## config.mk

```make
export PLATFORM = sky130hd
export DESIGN_NAME = soc_io_top
export DESIGN_NICKNAME = d
export VERILOG_FILES = /design/src/bus_pkg.sv /design/src/io_pkg.sv /design/src/screen_if.sv /design/src/column_scanner.sv /design/src/keypad_decoder.sv /design/src/screen_writer.sv /design/src/mmio_regs.sv /design/src/soc_io_top.sv
export VERILOG_INCLUDE_DIRS = /design/src
export SDC_FILE = /design/constraint.sdc
export NUM_CORES = 1
export LEC_CHECK = 0
export BUFFER_PORTS_ARGS = -buffer_cell sky130_fd_sc_hd__buf_2
export CORE_ASPECT_RATIO = 0.75
export CORE_MARGIN = 4
export CORE_UTILIZATION = 32
export DETAILED_ROUTE_END_ITERATION = 8
export GPL_TIMING_DRIVEN = 0
export PLACE_DENSITY = 0.57
export SETUP_SLACK_MARGIN = 0.2
export SLEW_MARGIN = 20
export SYNTH_ARGS = -nofsm -noshare
export SYNTH_HDL_FRONTEND = slang
export SYNTH_SLANG_ARGS = --single-unit
```

## constraint.sdc

```tcl
create_clock -name clk -period 2.27 [get_ports clk]
set_input_delay 0.454 -clock clk [delete_from_list [all_inputs] [get_ports clk]]
set_output_delay 0.454 -clock clk [all_outputs]
set_load 0.02 [all_outputs]
```

## src/kp_consts.svh

```systemverilog
`ifndef KP_CONSTS_SVH
`define KP_CONSTS_SVH

// Clock cycles spent on each keypad column
`define KP_SCAN_DIV 8

// Write strobe low time, and again high time, in clock cycles
`define SCREEN_WR_CYCLES 2

// Register byte offsets on the APB side
`define REG_KEY         8'h00
`define REG_STATUS      8'h04
`define REG_SCREEN_CMD  8'h08
`define REG_SCREEN_DATA 8'h0C

// Key that steps the application select
`define APP_KEY 4'd15

`endif

```

## src/bus_pkg.sv

```systemverilog
package bus_pkg;

    // Byte address seen by the register block
    typedef logic [7:0] apb_addr_t;

    // Read and write data word
    typedef logic [31:0] apb_data_t;

endpackage

```

## src/io_pkg.sv

```systemverilog
package io_pkg;

    // One-hot column drive, also used for the row sense lines
    typedef logic [3:0] column_t;

    // Row index times four plus column index
    typedef logic [3:0] key_code_t;

    // Valid flag on top of a key code
    typedef logic [4:0] button_t;

    typedef logic [1:0] app_t;

    typedef logic [7:0] byte_t;

    // Debounce states, judged once per full scan
    typedef enum logic [1:0] {
        scan_idle,
        scan_candidate,
        scan_held
    } scan_state_t;

    // 8080 write cycle phases
    typedef enum logic [1:0] {
        wr_idle,
        wr_low,
        wr_high
    } wr_state_t;

endpackage

```

## src/screen_if.sv

```systemverilog
`timescale 1ns/1ns

interface screen_if;
    import io_pkg::*;

    logic  valid;
    logic  is_data;
    byte_t data;
    logic  ready;

    // Register block side offers bytes
    modport bridge (output valid, output is_data, output data, input ready);

    // Display writer side accepts them
    modport writer (input valid, input is_data, input data, output ready);

endinterface

```

## src/column_scanner.sv

```systemverilog
`timescale 1ns/1ns

`include "kp_consts.svh"

module column_scanner (
    input  logic            clk,
    input  logic            rst,
    output io_pkg::column_t column,
    output logic            step
);
    localparam int div_w = $clog2(`KP_SCAN_DIV);

    logic [div_w-1:0] div_cnt;

    // Last cycle on the current column
    assign step = (div_cnt == div_w'(`KP_SCAN_DIV - 1));

    always_ff @(posedge clk, posedge rst) begin
        if (rst) begin
            div_cnt <= '0;
            column  <= 4'b0001;
        end else if (step) begin
            div_cnt <= '0;
            // Rotate drive to the next column
            column  <= {column[2:0], column[3]};
        end else begin
            div_cnt <= div_cnt + 1'b1;
        end
    end

endmodule

```

## src/keypad_decoder.sv

```systemverilog
`timescale 1ns/1ns

`include "kp_consts.svh"

module keypad_decoder (
    input  logic            clk,
    input  logic            rst,
    input  io_pkg::column_t column,
    input  io_pkg::column_t row,
    input  logic            step,
    output io_pkg::button_t button,
    output logic            rising,
    output io_pkg::app_t    app
);
    import io_pkg::*;

    column_t     row_meta;
    column_t     row_sync;
    logic        scan_seen;
    logic        scan_multi;
    key_code_t   scan_code;
    key_code_t   cand_code;
    logic        col_hit;
    logic        col_single;
    logic        wrap;
    logic        seen_next;
    logic        multi_next;
    logic        single_key;
    key_code_t   code_next;
    scan_state_t state;

    function automatic logic [1:0] onehot_index(input column_t v);
        logic [1:0] idx;
        idx = '0;
        for (int i = 0; i < 4; i++) begin
            if (v[i]) begin
                idx = 2'(i);
            end
        end
        return idx;
    endfunction

    assign col_hit    = |row_sync;
    assign col_single = col_hit && ((row_sync & (row_sync - 4'd1)) == 4'd0);

    // Scan result including the column being sampled now
    assign seen_next  = scan_seen || col_hit;
    assign multi_next = scan_multi || (col_hit && (!col_single || scan_seen));
    assign code_next  = col_hit ? {onehot_index(row_sync), onehot_index(column)} : scan_code;
    assign single_key = seen_next && !multi_next;

    // Last column step closes the scan
    assign wrap = step && column[3];

    // Row synchronizer and key codes
    always_ff @(posedge clk) begin
        row_meta <= row;
        row_sync <= row_meta;
        if (step) begin
            scan_code <= code_next;
        end
        if (wrap && single_key) begin
            cand_code <= code_next;
        end
    end

    always_ff @(posedge clk, posedge rst) begin
        if (rst) begin
            scan_seen  <= 1'b0;
            scan_multi <= 1'b0;
        end else if (wrap) begin
            scan_seen  <= 1'b0;
            scan_multi <= 1'b0;
        end else if (step) begin
            scan_seen  <= seen_next;
            scan_multi <= multi_next;
        end
    end

    always_ff @(posedge clk, posedge rst) begin
        if (rst) begin
            state  <= scan_idle;
            button <= '0;
            rising <= 1'b0;
            app    <= '0;
        end else begin
            rising <= 1'b0;
            if (wrap) begin
                case (state)
                    scan_idle: begin
                        if (single_key) begin
                            state <= scan_candidate;
                        end
                    end
                    scan_candidate: begin
                        if (single_key && code_next == cand_code) begin
                            // Same single key on two scans in a row
                            state  <= scan_held;
                            rising <= 1'b1;
                            button <= {1'b1, code_next};
                            if (code_next == `APP_KEY) begin
                                app <= app + 2'd1;
                            end
                        end else if (!single_key) begin
                            state <= scan_idle;
                        end
                    end
                    scan_held: begin
                        // Needs one empty scan before the next press
                        if (!seen_next) begin
                            state <= scan_idle;
                        end
                    end
                    default: state <= scan_idle;
                endcase
            end
        end
    end

endmodule

```

## src/screen_writer.sv

```systemverilog
`timescale 1ns/1ns

`include "kp_consts.svh"

module screen_writer (
    input  logic            clk,
    input  logic            rst,
    screen_if.writer        bus,
    output logic            csx,
    output logic            dcx,
    output logic            wrx,
    output io_pkg::byte_t   screen_data
);
    import io_pkg::*;

    localparam int cnt_w = $clog2(`SCREEN_WR_CYCLES + 1);

    wr_state_t        state;
    logic [cnt_w-1:0] strobe_cnt;
    logic             strobe_done;
    logic             accept;

    assign bus.ready   = (state == wr_idle);
    assign accept      = bus.valid && bus.ready;
    assign strobe_done = (strobe_cnt == cnt_w'(`SCREEN_WR_CYCLES - 1));

    // Byte and D/C held for the whole chip select window
    always_ff @(posedge clk) begin
        if (accept) begin
            screen_data <= bus.data;
            dcx         <= bus.is_data;
        end
    end

    always_ff @(posedge clk, posedge rst) begin
        if (rst) begin
            state      <= wr_idle;
            csx        <= 1'b1;
            wrx        <= 1'b1;
            strobe_cnt <= '0;
        end else begin
            case (state)
                wr_idle: begin
                    if (accept) begin
                        state      <= wr_low;
                        csx        <= 1'b0;
                        wrx        <= 1'b0;
                        strobe_cnt <= '0;
                    end
                end
                wr_low: begin
                    if (strobe_done) begin
                        // Rising wrx latches the byte in the LCD
                        state      <= wr_high;
                        wrx        <= 1'b1;
                        strobe_cnt <= '0;
                    end else begin
                        strobe_cnt <= strobe_cnt + 1'b1;
                    end
                end
                wr_high: begin
                    if (strobe_done) begin
                        state      <= wr_idle;
                        csx        <= 1'b1;
                        strobe_cnt <= '0;
                    end else begin
                        strobe_cnt <= strobe_cnt + 1'b1;
                    end
                end
                default: begin
                    state <= wr_idle;
                    csx   <= 1'b1;
                    wrx   <= 1'b1;
                end
            endcase
        end
    end

endmodule

```

## src/mmio_regs.sv

```systemverilog
`timescale 1ns/1ns

`include "kp_consts.svh"

module mmio_regs (
    input  logic               clk,
    input  logic               rst,
    input  logic               psel,
    input  logic               penable,
    input  logic               pwrite,
    input  bus_pkg::apb_addr_t paddr,
    input  bus_pkg::apb_data_t pwdata,
    output bus_pkg::apb_data_t prdata,
    output logic               pready,
    output logic               pslverr,
    input  io_pkg::button_t    button,
    input  logic               rising,
    input  io_pkg::app_t       app,
    screen_if.bridge           bus
);
    import io_pkg::*;

    button_t key_q;
    logic    pending;
    logic    access;
    logic    hit_key;
    logic    hit_status;
    logic    hit_cmd;
    logic    hit_data;
    logic    mapped;
    logic    screen_wr;
    logic    key_read;

    assign access     = psel && penable;
    assign hit_key    = (paddr == `REG_KEY);
    assign hit_status = (paddr == `REG_STATUS);
    assign hit_cmd    = (paddr == `REG_SCREEN_CMD);
    assign hit_data   = (paddr == `REG_SCREEN_DATA);
    assign mapped     = hit_key || hit_status || hit_cmd || hit_data;
    assign screen_wr  = pwrite && (hit_cmd || hit_data);

    // Display byte offered only in the access phase
    assign bus.valid   = access && screen_wr;
    assign bus.is_data = hit_data;
    assign bus.data    = pwdata[7:0];

    // Writer back-pressure is the only source of wait states
    assign pready  = access && (screen_wr ? bus.ready : 1'b1);
    assign pslverr = access && !mapped;

    assign key_read = access && !pwrite && hit_key;

    always_comb begin
        case (paddr)
            `REG_KEY:    prdata = {27'd0, key_q};
            `REG_STATUS: prdata = {28'd0, app, !bus.ready, pending};
            default:     prdata = '0;
        endcase
    end

    always_ff @(posedge clk, posedge rst) begin
        if (rst) begin
            key_q   <= '0;
            pending <= 1'b0;
        end else begin
            if (key_read) begin
                pending <= 1'b0;
            end
            // A fresh press wins over a read in the same cycle
            if (rising) begin
                key_q   <= button;
                pending <= 1'b1;
            end
        end
    end

endmodule

```

## src/soc_io_top.sv

```systemverilog
`timescale 1ns/1ns

module soc_io_top (
    input  logic               clk,
    input  logic               rst,
    input  io_pkg::column_t    row,
    output io_pkg::column_t    column,
    input  logic               psel,
    input  logic               penable,
    input  logic               pwrite,
    input  bus_pkg::apb_addr_t paddr,
    input  bus_pkg::apb_data_t pwdata,
    output bus_pkg::apb_data_t prdata,
    output logic               pready,
    output logic               pslverr,
    output logic               screen_csx,
    output logic               screen_dcx,
    output logic               screen_wrx,
    output io_pkg::byte_t      screen_data
);
    import io_pkg::*;

    logic    step;
    button_t button;
    logic    rising;
    app_t    app;

    // Display byte path from registers to the 8080 writer
    screen_if scr_bus ();

    column_scanner u_scanner (
        .clk    (clk),
        .rst    (rst),
        .column (column),
        .step   (step)
    );

    keypad_decoder u_keypad (
        .clk    (clk),
        .rst    (rst),
        .column (column),
        .row    (row),
        .step   (step),
        .button (button),
        .rising (rising),
        .app    (app)
    );

    mmio_regs u_mmio (
        .clk     (clk),
        .rst     (rst),
        .psel    (psel),
        .penable (penable),
        .pwrite  (pwrite),
        .paddr   (paddr),
        .pwdata  (pwdata),
        .prdata  (prdata),
        .pready  (pready),
        .pslverr (pslverr),
        .button  (button),
        .rising  (rising),
        .app     (app),
        .bus     (scr_bus.bridge)
    );

    screen_writer u_screen (
        .clk         (clk),
        .rst         (rst),
        .bus         (scr_bus.writer),
        .csx         (screen_csx),
        .dcx         (screen_dcx),
        .wrx         (screen_wrx),
        .screen_data (screen_data)
    );

endmodule

```

Word level (Yosys, flattened, before mapping)
Index checks and enable logic that the tools add are counted.
- bitwise logic cells: 3
- add/subtract/negate cells: 4
- muxes and demuxes: 35
- eq/ne operators: 17
- reductions and logical operators: 42
- operators with widths (cell ; count):
    two-way mux 2 bit ; 13
    == test 8 x 4 -> 1 bit (second input constant) ; 2
    logical AND 1 bit ; 14
    two-way mux 1 bit ; 14
    case mux 2 bit (3 select lines) ; 2
    AND reduction 3 bit ; 4
    case mux 5 bit (2 select lines) ; 1
    == test 8 x 3 -> 1 bit (second input constant) ; 1
    logical NOT 8 bit ; 1
    inequality test 2 x 1 -> 1 bit (second input constant) ; 4
    AND reduction 4 bit ; 2
    logical OR 1 bit ; 7
    == test 2 x 1 -> 1 bit (second input constant) ; 3
    case mux 1 bit (3 select lines) ; 2
    nonzero test 2 bit ; 3
    logical NOT 1 bit ; 5
    adder 2 x 1 -> 2 bit (second input constant) ; 2
    bitwise AND 4 bit ; 1
    == test 2 bit (second input constant) ; 2
    == test 4 bit ; 1
    == test 4 bit (second input constant) ; 1
    logical NOT 2 bit ; 2
    logical NOT 4 bit ; 1
    two-way mux 4 bit ; 1
    other kinds (11) ; 12
- register bits after elaboration: 56
- word-level logic and storage cells: 121
- output and inout port bits: 49

Longest topological paths before layout
- word-level depth: 14
- depth in mapped cells: 8
- gate-level depth less buffers: 6

By module
A second synthesis with hierarchy kept.
- cells, all modules: 230
- area, all modules: 2832.7 µm²
- by module, submodules not included (module ; times used ; seq. area each (µm²) ; cells an instance ; area each (µm²)):
    keypad_decoder ; 1 ; 700.7 ; 97 ; 1271.2
    screen_writer ; 1 ; 422.9 ; 45 ; 653.1
    mmio_regs ; 1 ; 150.1 ; 72 ; 641.9
    column_scanner ; 1 ; 176.4 ; 16 ; 266.5

Worst setup path before layout
Ideal clock, no wire load.
- path type: register -> register
- start point: reg u_keypad.row_sync[0]
- end point: reg u_keypad.button[1]
- stages on the path, launching flop included: 8
- arrival time: 2356 ps
- path slack: -210 ps
- setup time: 125 ps
- buffers on the path: 2
- required time: 2145 ps
- path through: dfxtp_1 > buf_2 > or4_1 > buf_2 > or2_1 > a21o_1 > a2111oi_4 > mux2_2
- longest elaborated chain between the ends: 12
- ends and longest elaborated chain (what ; line ; source):
    start, declared ; keypad_decoder.sv:18 ; column_t row_sync;
    start signal, assigned ; keypad_decoder.sv:58 ; row_sync <= row_meta;
    subtractor 4 x 1 -> 4 bit ; keypad_decoder.sv:44 ; assign col_single = col_hit && ((row_sync & (row_sync - 4'd1)) == 4'd0);
    bitwise AND 4 bit ; keypad_decoder.sv:44 ;
    logical NOT 4 bit ; keypad_decoder.sv:44 ;
    logical AND 1 bit ; keypad_decoder.sv:44 ;
    logical NOT 1 bit ; keypad_decoder.sv:48 ; assign multi_next = scan_multi || (col_hit && (!col_single || scan_seen));
    logical OR 1 bit ; keypad_decoder.sv:48 ;
    logical AND 1 bit ; keypad_decoder.sv:48 ;
    logical OR 1 bit ; keypad_decoder.sv:48 ;
    logical NOT 1 bit ; keypad_decoder.sv:50 ; assign single_key = seen_next && !multi_next;
    logical AND 1 bit ; keypad_decoder.sv:50 ;
    logical AND 1 bit ; keypad_decoder.sv:96 ; if (single_key && code_next == cand_code) begin
    AND reduction 3 bit (no line) ; n/a ;
    end signal, assigned ; keypad_decoder.sv:100 ; button <= {1'b1, code_next};
    end, declared ; keypad_decoder.sv:11 ; output io_pkg::button_t button,
Several ways; a longest one is shown, not always the timed one.
A chain may end at the register's enable or synchronous reset.

Final worst setup path
- start point: reg u_keypad.row_sync[3]
- end point: reg u_keypad.button[2]
The elaborated chain is that of the path after synthesis.

==> reports/qor.csv <==
stage,metric,value,unit
timing,post-route-worst-setup-slack,-160,ps
floorplan,floorplan.die_area,9750,µm²
timing,count_of_final_setup_violators,8,
global_route,grt_pass1_vias,1876,
logic_synthesis,synth_top_area_share,0.266,
outcome,outcome,"complete, but fails checks",
global_route,grt_start_max_net_pins,32,
final_layout,layout-drive-gt1-share,0.440,
worst_setup_path,path_common_cell,sky130_fd_sc_hd__buf_6,
routing,detail_route.vias_per_cell,4.44,
global_route,grt_antenna_before_repair,0,
logic_synthesis,yosys-top-cells-area,"sky130_fd_sc_hd__dfrtp_1 (27%), sky130_fd_sc_hd__edfxtp_1 (19%), sky130_fd_sc_hd__buf_4 (7.7%)",
outcome,violated_checks,negative setup slack,
clocking,ctsRootBufferMaster,sky130_fd_sc_hd__clkbuf_8,
timing,hold_viol,0,
floorplan,placementRows,28,
final_layout,num-fill-cells,762,
floorplan,die-width,113,µm
worst_setup_path,worstPathCellList,"buf_6, or4_4, buf_6, or2_1, a21o_1, a2111oi_4, buf_6, mux2_4",
timing,drv_slew,0,
floorplan,core-area,7950,µm²
worst_setup_path,worst_path_max_delay_cell,sky130_fd_sc_hd__or4_4,
timing,final.setup_skew,6.18,ps
logic_synthesis,post-synth-top-count-cell,sky130_fd_sc_hd__dfrtp_1,
worst_setup_path,critical_path_required,2460,ps
power,cellPowerDensity,592,nW/µm²
timing,maxSlewHeadroom,0.553,
place,port-buffer-count,45,
routing,finalWirelength,5.54,mm
timing,final.period_utilization,1.07,
logic_synthesis,synth_cell_type_count,47,
clocking,tritoncts.num_buffers,5,
logic_synthesis,synth_top_area_cell,sky130_fd_sc_hd__dfrtp_1,
timing,max_clock_freq,412,MHz
clocking,cts_tree,built,
job,cap_violations,0,
worst_setup_path,critPathLaunchType,flop,
logic_synthesis,yosysSeqAreaShare,0.551,
floorplan,die_h,86.5,µm
clocking,clock-sinks,56,
global_route,grt_pass1_wl,8.71,mm
logic_synthesis,yosys_warns,0,
power,ir_drop,342,µV
timing,timing.final.crit_period,2430,ps
routing,drtIter0Drc,88,
floorplan,io_pins,98,
floorplan,start_util,0.331,
timing,fin_setup_tns,-786,ps
clocking,clkSlewWorstSetupHoldPaths,100,ps
final_layout,multi_input_area,1180,µm²
routing,firstDrtPassIters,4,
place,gpl.final_weighted_congestion,0.708,
logic_synthesis,async_reset_ff_frac,0.554,
final_layout,antenna_cells_inserted,0,
worst_setup_path,worst-endpoint-arrival,2620,ps
clocking,cts_max_path_buffers,2,
logic_synthesis,synth_seq_cells,56,
logic_synthesis,top_cells_by_count_synth,"sky130_fd_sc_hd__dfrtp_1 (28), sky130_fd_sc_hd__buf_4 (27), sky130_fd_sc_hd__nor2_1 (19)",
hold_path,worstHoldPathType,primary input to async pin,
logic_synthesis,syn-instance-count,229,
routing,drcViolationCount,0,
global_route,globalRoute.totalOverflow,0,
worst_setup_path,cp_max_fo,8,
logic_synthesis,synth_ff_type,sky130_fd_sc_hd__dfrtp_1,
worst_setup_path,critical_path_endpoint_category,flop,
global_route,track_usage,0.111,
logic_synthesis,number_of_synthesized_flops_with_an_enable_pin,17,
timing,unrepaired_setup_endpoints_after_global_routing,true,
logic_synthesis,mappedNetlistArea,2630,µm²
routing,route.vias.total,1920,
power,static_leak,1.61,nW
final_layout,flow.area_growth_from_synthesis,35.5,%
logic_synthesis,syn_avg_cell_area,11.5,µm²
clocking,cts.htree.levels,2,
timing,holdWs,231,ps
place,dp_hpwl,3.86,mm
timing,max_slew.worst_pin.slew,669,ps
worst_setup_path,startpoint_to_endpoint_class_of_the_critical_path,flop to flop,
clocking,clk_latency,300,ps
final_layout,register_area,1450,µm²
worst_setup_path,cp_slowest_stage_delay,500,ps
power,design_power_total,2.11,mW
routing,wl_per_cell,12.8,µm
final_layout,finish.net_count,382,
routing,antenna_violating_nets_post_route,0,
[logic make-up (layout without fill, tap and decap cells)]
family	Yosys count	in the layout	synth area share
and+or+nand+nor	67	68	0.140
other	1	27	0.00143
AOI/OAI and AO/OA	39	39	0.103
DFF	56	56	0.551
muxes	15	15	0.0623
buffers and inverters	41	112	0.0985
xor gates and xnor gates	3	3	0.00999
adders and majority gates	7	7	0.0333
[final timing paths]
check | startpoint | endpoint | slack (ps) | depth (start not counted)
max reg2reg | u_keypad.row_sync[3]$_DFF_P_ | u_keypad.button[2]$_DFFE_PP0P_ | -160 | 8
max | u_keypad.row_sync[3]$_DFF_P_ | u_keypad.button[2]$_DFFE_PP0P_ | -160 | 8
min in group clk | row[2] | u_keypad.row_meta[2]$_DFF_P_ | 250 | 1
min | rst | u_screen.strobe_cnt[1]$_DFFE_PP0P_ | 230 | 2
min reg2reg | u_keypad.row_meta[1]$_DFF_P_ | u_keypad.row_sync[1]$_DFF_P_ | 330 | 0
max in group asynchronous | rst | u_keypad.app[0]$_DFFE_PP0P_ | 1600 | 2
[critical path: cells and delay by family, from the launching register on]
| kind | cells | cell delay (ps) |
|---|---|---|
| AND/OR/NAND/NOR | 2 | 730 |
| AO/OA/AOI/OAI | 2 | 530 |
| buffers and inverters | 3 | 430 |
| flip-flops | 1 | 330 |
| multiplexers | 1 | 300 |
[stage by stage]
step / cell area, µm² / worst slack, ps / util / cells
floorplan: 2810 / -139 / - / 255
global route: 3560 / -276 / 0.448 / 432
finish: 3560 / -160 / 0.448 / 432
detailed placement: 3160 / -392 / 0.398 / 405
CTS: 3460 / -157 / 0.435 / 427
global placement: 3160 / -516 / 0.398 / 405
[metal layers]
metal,global-route usage,up-vias,routed length (µm)
li1,-,944,-
met2,0.172,47,2610
met1,0.150,923,2590
met4,0.0349,0,70
met3,0.0321,6,268
met5,0,-,0
[area by class of cell]
type | instances | share of cell area
plain buffers | 35 | 0.0720
repair buffers | 63 | 0.122
flip-flops and latches | 56 | 0.408
inverters | 6 | 0.00632
multi-input cells | 159 | 0.332
well taps | 105 | 0.0369
clock inverters | 1 | 0.00140
clock buffers | 7 | 0.0214
[sequential cells by signal (all words and copies together), names as in the netlist, 2 cells and up]
name                  cells
u_keypad.app              2
u_keypad.cand_code        4
u_keypad.row_meta         4
u_screen.screen_data      8
u_keypad.row_sync         4
u_screen.strobe_cnt       2
u_keypad.button           5
u_keypad.scan_code        4
u_scanner.div_cnt         3
u_mmio.key_q              5
u_scanner.column          4
u_screen.state            2
u_keypad.state            2
[power by group]
group          internal, mW  switching [mW]
clock                 0.218           0.312
sequential             1.07          0.0227
combinational         0.213           0.272
[cells in the final DEF, fill, tap and decap left out, types with 3 or more instances in the layout]
cell type                  count
sky130_fd_sc_hd__a21o_1        3
sky130_fd_sc_hd__a21oi_1       6
sky130_fd_sc_hd__and2_4        3
sky130_fd_sc_hd__buf_2        38
sky130_fd_sc_hd__buf_4        37
sky130_fd_sc_hd__buf_6        18
sky130_fd_sc_hd__clkbuf_1      6
sky130_fd_sc_hd__clkbuf_8      5
sky130_fd_sc_hd__conb_1       27
sky130_fd_sc_hd__dfrtp_1      28
sky130_fd_sc_hd__dfstp_2       3
sky130_fd_sc_hd__dfxtp_1       5
sky130_fd_sc_hd__dfxtp_2       3
sky130_fd_sc_hd__edfxtp_1     17
sky130_fd_sc_hd__ha_1          7
sky130_fd_sc_hd__inv_1         5
sky130_fd_sc_hd__mux2_2        7
sky130_fd_sc_hd__mux2_4        4
sky130_fd_sc_hd__mux2i_1       4
sky130_fd_sc_hd__nand2_1       5
sky130_fd_sc_hd__nand2b_1     10
sky130_fd_sc_hd__nand3_1       5
sky130_fd_sc_hd__nor2_1       13
sky130_fd_sc_hd__nor2_4        6
sky130_fd_sc_hd__nor3b_1       3
sky130_fd_sc_hd__o21ai_0       9
sky130_fd_sc_hd__o31ai_1       4
sky130_fd_sc_hd__or2_2         3
sky130_fd_sc_hd__xnor2_1       3
[what timing repair did]
| action | 4_1_cts | 5_1_grt |
|---|---|---|
| resized for setup | 33 | 19 |
| cloned | 0 | 1 |
| hold buffers | 0 | 0 |
| setup endpoints to repair | 21 | 34 |
| buffers inserted | 14 | 4 |
| pin swaps | 9 | 4 |
No activity file was read; power rests on OpenSTA's default activity.
